## src/hdl/out_geom_pkg.sv

```systemverilog
`default_nettype none

package out_geom_pkg;

  // Words per array column.
  localparam int ROWS = 4;

  // Columns per array beat.
  localparam int COLS = 6;

  // Largest odd kernel width.
  localparam int KW_MAX = 5;

  // Signed accumulator word.
  localparam int Y_BITS = 16;

  // Unsigned output word.
  localparam int OUT_BITS = 8;

  // Column counter, holds COLS.
  localparam int CNT_BITS = $clog2(COLS + 1);

endpackage

`default_nettype wire

```

## src/hdl/out_stream_pkg.sv

```systemverilog
`default_nettype none

package out_stream_pkg;

  // kw2 = floor(k/2), 0 to KW_MAX/2.
  localparam int KW2_BITS = $clog2(out_geom_pkg::KW_MAX / 2 + 1);

  // Beats per weight pass.
  localparam int WCNT_BITS = 8;

  localparam int IN_BITS = out_geom_pkg::COLS * out_geom_pkg::ROWS * out_geom_pkg::Y_BITS;

  localparam int RSVD_BITS = IN_BITS - WCNT_BITS - KW2_BITS;

  // One input word, read as results or as layer configuration.
  typedef union packed {
    // Two's complement words, column c at index c-1.
    logic [out_geom_pkg::COLS-1:0][out_geom_pkg::ROWS-1:0][out_geom_pkg::Y_BITS-1:0] res;
    struct packed {
      logic [RSVD_BITS-1:0] rsvd;
      logic [WCNT_BITS-1:0] w_count;
      logic [KW2_BITS-1:0]  kw2;
    } cfg;
  } in_word_u;

endpackage

`default_nettype wire

```

## src/hdl/axis_out_shift.sv

```systemverilog
`default_nettype none

module axis_out_shift (
  input  logic                                aclk,
  input  logic                                aresetn,
  input  logic                                s_valid,
  input  logic                                s_last,
  input  logic [out_geom_pkg::COLS-1:0][out_geom_pkg::ROWS-1:0][out_geom_pkg::Y_BITS-1:0] s_data,
  input  logic [out_stream_pkg::KW2_BITS-1:0] s_kw2,
  input  logic                                s_is_w_first_kw2,
  input  logic                                s_is_w_last,
  input  logic                                s_is_config,
  output logic                                s_ready,
  input  logic                                m_ready,
  output logic [out_geom_pkg::ROWS-1:0][out_geom_pkg::Y_BITS-1:0] m_data,
  output logic                                m_valid,
  output logic                                m_last,
  output logic                                m_last_pkt
);

  // Column c sits at index COLS-c, so column 1 leaves first.
  logic [out_geom_pkg::KW_MAX/2:0][out_geom_pkg::COLS-1:0] lut_valid;
  logic [out_geom_pkg::KW_MAX/2:0][out_geom_pkg::COLS-1:0] lut_valid_last;
  logic [out_geom_pkg::KW_MAX/2:0][out_geom_pkg::COLS-1:0] lut_last;
  logic [out_geom_pkg::KW_MAX/2:0][out_geom_pkg::COLS-1:0] lut_last_pkt;

  logic [out_geom_pkg::COLS-1:0][out_geom_pkg::ROWS-1:0][out_geom_pkg::Y_BITS-1:0] s_data_rev;
  logic [out_geom_pkg::COLS-1:0][out_geom_pkg::ROWS-1:0][out_geom_pkg::Y_BITS-1:0] shift_data;
  logic [out_geom_pkg::COLS-1:0] shift_valid;
  logic [out_geom_pkg::COLS-1:0] shift_last;
  logic [out_geom_pkg::COLS-1:0] shift_last_pkt;
  logic [out_geom_pkg::COLS-1:0] sel_valid;
  logic [out_geom_pkg::COLS-1:0] sel_last;
  logic [out_geom_pkg::CNT_BITS-1:0] cnt;
  logic shift_st; // High in SHIFT.
  logic keep;
  logic load;

  for (genvar kw = 0; kw <= out_geom_pkg::KW_MAX / 2; kw++) begin : g_kw
    for (genvar col = 1; col <= out_geom_pkg::COLS; col++) begin : g_col
      assign lut_valid[kw][out_geom_pkg::COLS-col] = (col % (2*kw+1) == 0);
      assign lut_valid_last[kw][out_geom_pkg::COLS-col] =
        (col <= (out_geom_pkg::COLS / (2*kw+1)) * (2*kw+1)) &&
        ((col % (2*kw+1) == 0) || (col % (2*kw+1) > kw));
      assign lut_last[kw][out_geom_pkg::COLS-col]     = (col == 2*kw+1);
      assign lut_last_pkt[kw][out_geom_pkg::COLS-col] = (col == kw+1);
    end
  end

  for (genvar col = 1; col <= out_geom_pkg::COLS; col++) begin : g_rev
    assign s_data_rev[out_geom_pkg::COLS-col] = s_data[col-1];
  end

  assign keep = !s_is_w_first_kw2 && !s_is_config;
  assign load = s_valid && !shift_st && keep;

  assign sel_valid = s_is_w_last ? lut_valid_last[s_kw2] : lut_valid[s_kw2];
  assign sel_last  = s_is_w_last ? lut_last_pkt[s_kw2]   : lut_last[s_kw2];

  assign s_ready = !shift_st;

  always_ff @(posedge aclk) begin
    if (!aresetn) begin
      shift_st       <= 1'b0;
      cnt            <= out_geom_pkg::CNT_BITS'(out_geom_pkg::COLS);
      shift_valid    <= '0;
      shift_last     <= '0;
      shift_last_pkt <= '0;
    end else if (!shift_st) begin
      if (load) begin
        shift_st       <= 1'b1;
        shift_valid    <= sel_valid;
        shift_last     <= sel_last;
        shift_last_pkt <= lut_last_pkt[s_kw2] & {out_geom_pkg::COLS{s_last}};
      end
    end else if (m_ready) begin
      shift_valid    <= shift_valid << 1; // Empty slots fill with zero.
      shift_last     <= shift_last << 1;
      shift_last_pkt <= shift_last_pkt << 1;
      if (cnt == 1) begin
        shift_st <= 1'b0;
        cnt      <= out_geom_pkg::CNT_BITS'(out_geom_pkg::COLS);
      end else begin
        cnt <= cnt - 1'b1;
      end
    end
  end

  always_ff @(posedge aclk) begin
    if (load) begin
      shift_data <= s_data_rev;
    end else if (shift_st && m_ready) begin
      shift_data <= shift_data << (out_geom_pkg::ROWS * out_geom_pkg::Y_BITS);
    end
  end

  assign m_data     = shift_data[out_geom_pkg::COLS-1];
  assign m_valid    = shift_valid[out_geom_pkg::COLS-1];
  assign m_last     = shift_last[out_geom_pkg::COLS-1];
  assign m_last_pkt = shift_last_pkt[out_geom_pkg::COLS-1];

endmodule

`default_nettype wire

```

## src/hdl/out_clip.sv

```systemverilog
`default_nettype none

module out_clip (
  input  logic                                                      aclk,
  input  logic                                                      aresetn,
  input  logic                                                      s_valid,
  input  logic [out_geom_pkg::ROWS-1:0][out_geom_pkg::Y_BITS-1:0]   s_data,
  input  logic                                                      s_last,
  input  logic                                                      s_last_pkt,
  output logic                                                      s_ready,
  input  logic                                                      m_ready,
  output logic                                                      m_valid,
  output logic [out_geom_pkg::ROWS-1:0][out_geom_pkg::OUT_BITS-1:0] m_data,
  output logic                                                      m_last,
  output logic                                                      m_last_pkt
);

  logic [out_geom_pkg::ROWS-1:0][out_geom_pkg::OUT_BITS-1:0] clip_d;

  // ReLU, then saturate to the output range.
  function automatic logic [out_geom_pkg::OUT_BITS-1:0] clip_word(
    input logic [out_geom_pkg::Y_BITS-1:0] w
  );
    if (w[out_geom_pkg::Y_BITS-1]) begin
      return '0;
    end
    if (|w[out_geom_pkg::Y_BITS-2:out_geom_pkg::OUT_BITS]) begin
      return '1;
    end
    return w[out_geom_pkg::OUT_BITS-1:0];
  endfunction

  for (genvar r = 0; r < out_geom_pkg::ROWS; r++) begin : g_row
    assign clip_d[r] = clip_word(s_data[r]);
  end

  // Register takes a new word when empty or draining.
  assign s_ready = !m_valid || m_ready;

  always_ff @(posedge aclk) begin
    if (!aresetn) begin
      m_valid    <= 1'b0;
      m_last     <= 1'b0;
      m_last_pkt <= 1'b0;
    end else if (s_ready) begin
      m_valid    <= s_valid;
      m_last     <= s_valid && s_last;
      m_last_pkt <= s_valid && s_last_pkt;
    end
  end

  always_ff @(posedge aclk) begin
    if (s_ready && s_valid) begin
      m_data <= clip_d;
    end
  end

endmodule

`default_nettype wire

```

## src/hdl/out_stage_top.sv

```systemverilog
`default_nettype none

module out_stage_top (
  input  logic                                                      aclk,
  input  logic                                                      aresetn,
  input  logic                                                      s_valid,
  input  out_stream_pkg::in_word_u                                  s_data,
  input  logic                                                      s_cfg,
  input  logic                                                      s_last,
  output logic                                                      s_ready,
  output logic                                                      m_valid,
  output logic [out_geom_pkg::ROWS-1:0][out_geom_pkg::OUT_BITS-1:0] m_data,
  output logic                                                      m_last,
  output logic                                                      m_last_pkt,
  input  logic                                                      m_ready
);

  logic b_valid;
  logic b_ready;
  logic [out_geom_pkg::COLS-1:0][out_geom_pkg::ROWS-1:0][out_geom_pkg::Y_BITS-1:0] b_data;
  logic b_last;
  logic [out_stream_pkg::KW2_BITS-1:0] b_kw2;
  logic b_is_w_first_kw2;
  logic b_is_w_last;
  logic b_is_config;

  logic c_valid;
  logic c_ready;
  logic [out_geom_pkg::ROWS-1:0][out_geom_pkg::Y_BITS-1:0] c_data;
  logic c_last;
  logic c_last_pkt;

  out_user_seq seq_i (
    .aclk             (aclk),
    .aresetn          (aresetn),
    .s_valid          (s_valid),
    .s_data           (s_data),
    .s_cfg            (s_cfg),
    .s_last           (s_last),
    .s_ready          (s_ready),
    .b_ready          (b_ready),
    .b_valid          (b_valid),
    .b_data           (b_data),
    .b_last           (b_last),
    .b_kw2            (b_kw2),
    .b_is_w_first_kw2 (b_is_w_first_kw2),
    .b_is_w_last      (b_is_w_last),
    .b_is_config      (b_is_config)
  );

  // One column per cycle.
  axis_out_shift shift_i (
    .aclk             (aclk),
    .aresetn          (aresetn),
    .s_valid          (b_valid),
    .s_last           (b_last),
    .s_data           (b_data),
    .s_kw2            (b_kw2),
    .s_is_w_first_kw2 (b_is_w_first_kw2),
    .s_is_w_last      (b_is_w_last),
    .s_is_config      (b_is_config),
    .s_ready          (b_ready),
    .m_ready          (c_ready),
    .m_data           (c_data),
    .m_valid          (c_valid),
    .m_last           (c_last),
    .m_last_pkt       (c_last_pkt)
  );

  out_clip clip_i (
    .aclk       (aclk),
    .aresetn    (aresetn),
    .s_valid    (c_valid),
    .s_data     (c_data),
    .s_last     (c_last),
    .s_last_pkt (c_last_pkt),
    .s_ready    (c_ready),
    .m_ready    (m_ready),
    .m_valid    (m_valid),
    .m_data     (m_data),
    .m_last     (m_last),
    .m_last_pkt (m_last_pkt)
  );

endmodule

`default_nettype wire

```

## src/hdl/out_user_seq.sv

```systemverilog
`default_nettype none

module out_user_seq (
  input  logic                                  aclk,
  input  logic                                  aresetn,
  input  logic                                  s_valid,
  input  out_stream_pkg::in_word_u              s_data,
  input  logic                                  s_cfg,
  input  logic                                  s_last,
  output logic                                  s_ready,
  input  logic                                  b_ready,
  output logic                                  b_valid,
  output logic [out_geom_pkg::COLS-1:0][out_geom_pkg::ROWS-1:0][out_geom_pkg::Y_BITS-1:0] b_data,
  output logic                                  b_last,
  output logic [out_stream_pkg::KW2_BITS-1:0]   b_kw2,
  output logic                                  b_is_w_first_kw2,
  output logic                                  b_is_w_last,
  output logic                                  b_is_config
);

  logic [out_stream_pkg::KW2_BITS-1:0]  kw2_q;
  logic [out_stream_pkg::WCNT_BITS-1:0] w_count_q;
  logic [out_stream_pkg::WCNT_BITS-1:0] w_q;
  logic [out_stream_pkg::WCNT_BITS-1:0] kw2_ext;
  logic [out_stream_pkg::WCNT_BITS-1:0] w_last_idx;
  logic                                 xfer;
  logic                                 at_last;

  assign xfer = s_valid && b_ready;

  assign kw2_ext    = {{(out_stream_pkg::WCNT_BITS - out_stream_pkg::KW2_BITS){1'b0}}, kw2_q};
  assign w_last_idx = w_count_q - 1'b1;
  assign at_last    = (w_q == w_last_idx);

  // Data path is pure pass-through.
  assign s_ready = b_ready;
  assign b_valid = s_valid;
  assign b_data  = s_data.res;
  assign b_last  = s_last;
  assign b_kw2   = kw2_q;

  assign b_is_config      = s_cfg;
  assign b_is_w_first_kw2 = !s_cfg && (w_q < kw2_ext); // Warm-up beat.
  assign b_is_w_last      = !s_cfg && at_last;

  always_ff @(posedge aclk) begin
    if (!aresetn) begin
      kw2_q     <= '0;
      w_count_q <= out_stream_pkg::WCNT_BITS'(1);
      w_q       <= '0;
    end else if (xfer) begin
      if (s_cfg) begin
        kw2_q     <= s_data.cfg.kw2;
        w_count_q <= s_data.cfg.w_count;
        w_q       <= '0; // New layer restarts the pass.
      end else if (at_last) begin
        w_q <= '0;
      end else begin
        w_q <= w_q + 1'b1;
      end
    end
  end

endmodule

`default_nettype wire

```

## config.mk

```make
export PLATFORM = sky130hd
export DESIGN_NAME = out_stage_top
export DESIGN_NICKNAME = d
export VERILOG_FILES = /design/src/hdl/out_geom_pkg.sv /design/src/hdl/out_stream_pkg.sv /design/src/hdl/axis_out_shift.sv /design/src/hdl/out_clip.sv /design/src/hdl/out_stage_top.sv /design/src/hdl/out_user_seq.sv
export SDC_FILE = /design/constraint.sdc
export NUM_CORES = 1
export LEC_CHECK = 0
export ABC_CLOCK_PERIOD_IN_PS = 12420
export BUFFER_PORTS_ARGS = -buffer_cell sky130_fd_sc_hd__buf_2
export CAP_MARGIN = 15
export CORE_MARGIN = 3
export CORE_UTILIZATION = 49
export CTS_CLUSTER_DIAMETER = 200
export DETAILED_ROUTE_END_ITERATION = 8
export HOLD_SLACK_MARGIN = 0.05
export PLACE_DENSITY = 0.86
export SETUP_SLACK_MARGIN = 0.1
export SLEW_MARGIN = 30
export SYNTH_ARGS = -nofsm -noshare
export SYNTH_HDL_FRONTEND = slang
export SYNTH_SLANG_ARGS = --single-unit
```

## constraint.sdc

```tcl
create_clock -name aclk -period 12.42 [get_ports aclk]
set_input_delay 0.621 -clock aclk [delete_from_list [all_inputs] [get_ports aclk]]
set_output_delay 0.621 -clock aclk [all_outputs]
set_load 0.02 [all_outputs]
```

==> out/metrics.yaml <==
postSynthAreaPerCell_um2: 16.58
ys.flop_type: "edfxtp_1"
place_ws_ps: 8297
drv_cap: 0
drc: 0
p_leak_uw: 0.008821
dieArea_um2: 41600
required_ps: 12610
powerDensity_nw_per_um2: 157.2
cts_root_buffer: "clkbuf_16"
whs_ps: 330.2
finalCritPeriodShare: 0.3079
die_y_um: 204.0
status: "complete, no violations"
grt_pass1_wl_um: 62810
dpl.hpwl_um: 28740
antenna_found_initial: 9
reg2reg_to: "shift_i.shift_data[165]"
worstSetupEndpoint: "shift_i.shift_data[165]"
synth_cell_types: 56
synth_fp_nets: 1553
place.gp.congestion: 0.8651
worstPathArrival_ps: 4010
hp-class: "primary input to flip-flop"
clock_sinks: 455
pin_count: 426
insertion_delay_ps: 570
async_flop_share: 0
post_dp_cell_area_um2: 21750
tightest_slew_ps: 913.2
synth_area_leader_cell: "edfxtp_1"
hold_buffers: 0
crit_type: "flip-flop to flip-flop"
cts_resized: 0
finalHoldViolCount: 0
seq_area_frac_synth: 0.6913
die_w_um: 204.0
netlist.area_leader.share: 0.6506
whs_path_depth: 2
vias_per_cell: 5.175
setup_slack_ps: 8596
initial_core_util: 0.5038
grt_pass1_vias: 11567
reg2reg_depth: 7
yosysWarnings: 0
io_buffer_count: 425
synth_area_leaders: "edfxtp_1 (65%), mux2_2 (18%), dfxtp_1 (4.1%), and2_1 (2.2%), mux2_1 (1.2%)"
syn-cell-area_um2: 19200
synthCells: 1158
cts_inserted_buffers: 46
rsz0062_at_grt: "no"
cp-start-kind: "flip-flop"
drive_gt1_frac: 0.5031
cts_tree: "built"
slew_headroom: 0.3912
grt_max_degree: 147
final_cell_mix: "buf_2 (425), edfxtp_1 (416), mux2_2 (299), and2_1 (66), clkbuf_16 (47)"
postRouteAntennaNets: 0
fin_setup_tns_ps: 0
critical_path.startpoint: "shift_i.shift_st"
avgRoutedWirePerCell_um: 19.36
final_common_cell: "buf_2"
fillers: 2800
path_clk_slew_ps: 60
r2r_start: "shift_i.shift_st"
fin_crit_ps: 3824
fin_worst_skew_ps: 28.05
vdd_drop_max_mv: 0.1237
end_kind: "flip-flop"
slew_viol_final: 0
fin_area_um2: 23210
ys_ff_latch: 455
dr.first_iter.drc_count: 575
rows: 71
grt_usage: 0.1947
synth_edf_count: 416
core_um2: 38110
post_cts_buffers: 0
crit_fanout: 99
setup_viol: 0
routed_wl_um: 41350
vias: 11053
rrSetupSlack_ps: 8600
area_growth_pct: 20.87
clock_path_buffers: 3
cts_max_level: 2
drt_first_pass_iters: 5
grt-ovfl-total: 0
max_freq_mhz: 261.5
nets: 1976
-- routing by layer --
metal	share of wire	track usage	vias up	wire length, um
li1	-	-	5231	-
met1	0.39	0.2353	5393	15970
met2	0.52	0.3416	351	21380
met3	0.067	0.04842	72	2782
met4	0.028	0.06783	6	1175
met5	0.00082	0	-	34
-- synth_stat cells (all sizes together) (2+ instances only) --
| cell type | n |
|---|---|
| a21boi | 6 |
| a21oi | 42 |
| a221oi | 2 |
| a22oi | 2 |
| a31oi | 10 |
| a32oi | 2 |
| and2 | 67 |
| and3 | 4 |
| buf | 46 |
| clkbuf | 16 |
| dfxtp | 39 |
| edfxtp | 416 |
| ha | 5 |
| inv | 42 |
| mux2 | 320 |
| mux2i | 9 |
| nand2 | 25 |
| nand2b | 3 |
| nand3 | 10 |
| nand3b | 3 |
| nand4 | 4 |
| nor2 | 12 |
| nor2b | 13 |
| nor3 | 4 |
| nor4 | 7 |
| o211a | 3 |
| o21a | 2 |
| o21ai | 11 |
| o221a | 2 |
| or3 | 2 |
| or4 | 4 |
| xnor2 | 10 |
| xor2 | 2 |
-- final cells by class --
type / count / area [um^2] / share of cell area
inverter: 42 / 165.2 / 0.007117
antenna: 9 / 22.52 / 0.0009705
clock buffer: 64 / 1270 / 0.05472
clock inverter: 19 / 128.9 / 0.005553
sequential: 455 / 13270 / 0.5719
tap: 511 / 639.4 / 0.02755
multi-input combinational: 599 / 5428 / 0.2339
timing repair buffer: 437 / 2281 / 0.09829
-- worst max-delay path, stage by stage, from the launching register on --
cell,delay [ps]
dfxtp_1,530
nand2b_4,280
or2_1,270
a31oi_4,180
a21oi_2,120
inv_8,530
buf_4,770
buf_6,650
-- worst min path at each step --
stage,start,end,slack (ps)
6_report,s_data[362],shift_i.shift_data[42],330
5_1_grt,s_data[363],shift_i.shift_data[43],310
4_1_cts,s_data[341],shift_i.shift_data[21],290
3_5_place_dp,shift_i.shift_last[2],shift_i.shift_last[2],460
3_3_place_gp,shift_i.shift_last[2],shift_i.shift_last[2],460
2_1_floorplan,shift_i.shift_last[1],shift_i.shift_last[1],440
-- registers in the layout (all words and copies together), names as in the netlist, 2 cells and up --
name	flops
shift_i.shift_last	5
shift_i.shift_data	320
clip_i.m_data	32
seq_i.w_q	8
seq_i.b_kw2	2
shift_i.shift_last_pkt	3
shift_i.m_data	64
seq_i.w_count_q	8
shift_i.shift_valid	6
shift_i.cnt	3
-- logic make-up after synthesis --
kind of cell,Yosys count,share of synthesized area
AOI/OAI and AO/OA,90,0.02945
and+or+nand+nor,163,0.05044
xor gates and xnor gates,12,0.005474
DFF,455,0.6913
muxes,329,0.1924
adders and majority gates,5,0.003258
buffers and inverters,104,0.02776
-- power breakdown --
group          internal [uW]  switching, uW
logic                    201            214
clock network            736            554
registers               1890           49.8
total                   2830            818
-- through the flow --
stage | util | instances | power [uW]
after floorplan | - | 1158 | 2275
after global placement | 0.5697 | 2042 | 2367
after detailed placement | 0.5706 | 2043 | 2391
after CTS | 0.6073 | 2126 | 3686
after global routing | 0.6086 | 2131 | 3793
final | 0.6090 | 2136 | 3649
Power figures use the tool's default switching activity.
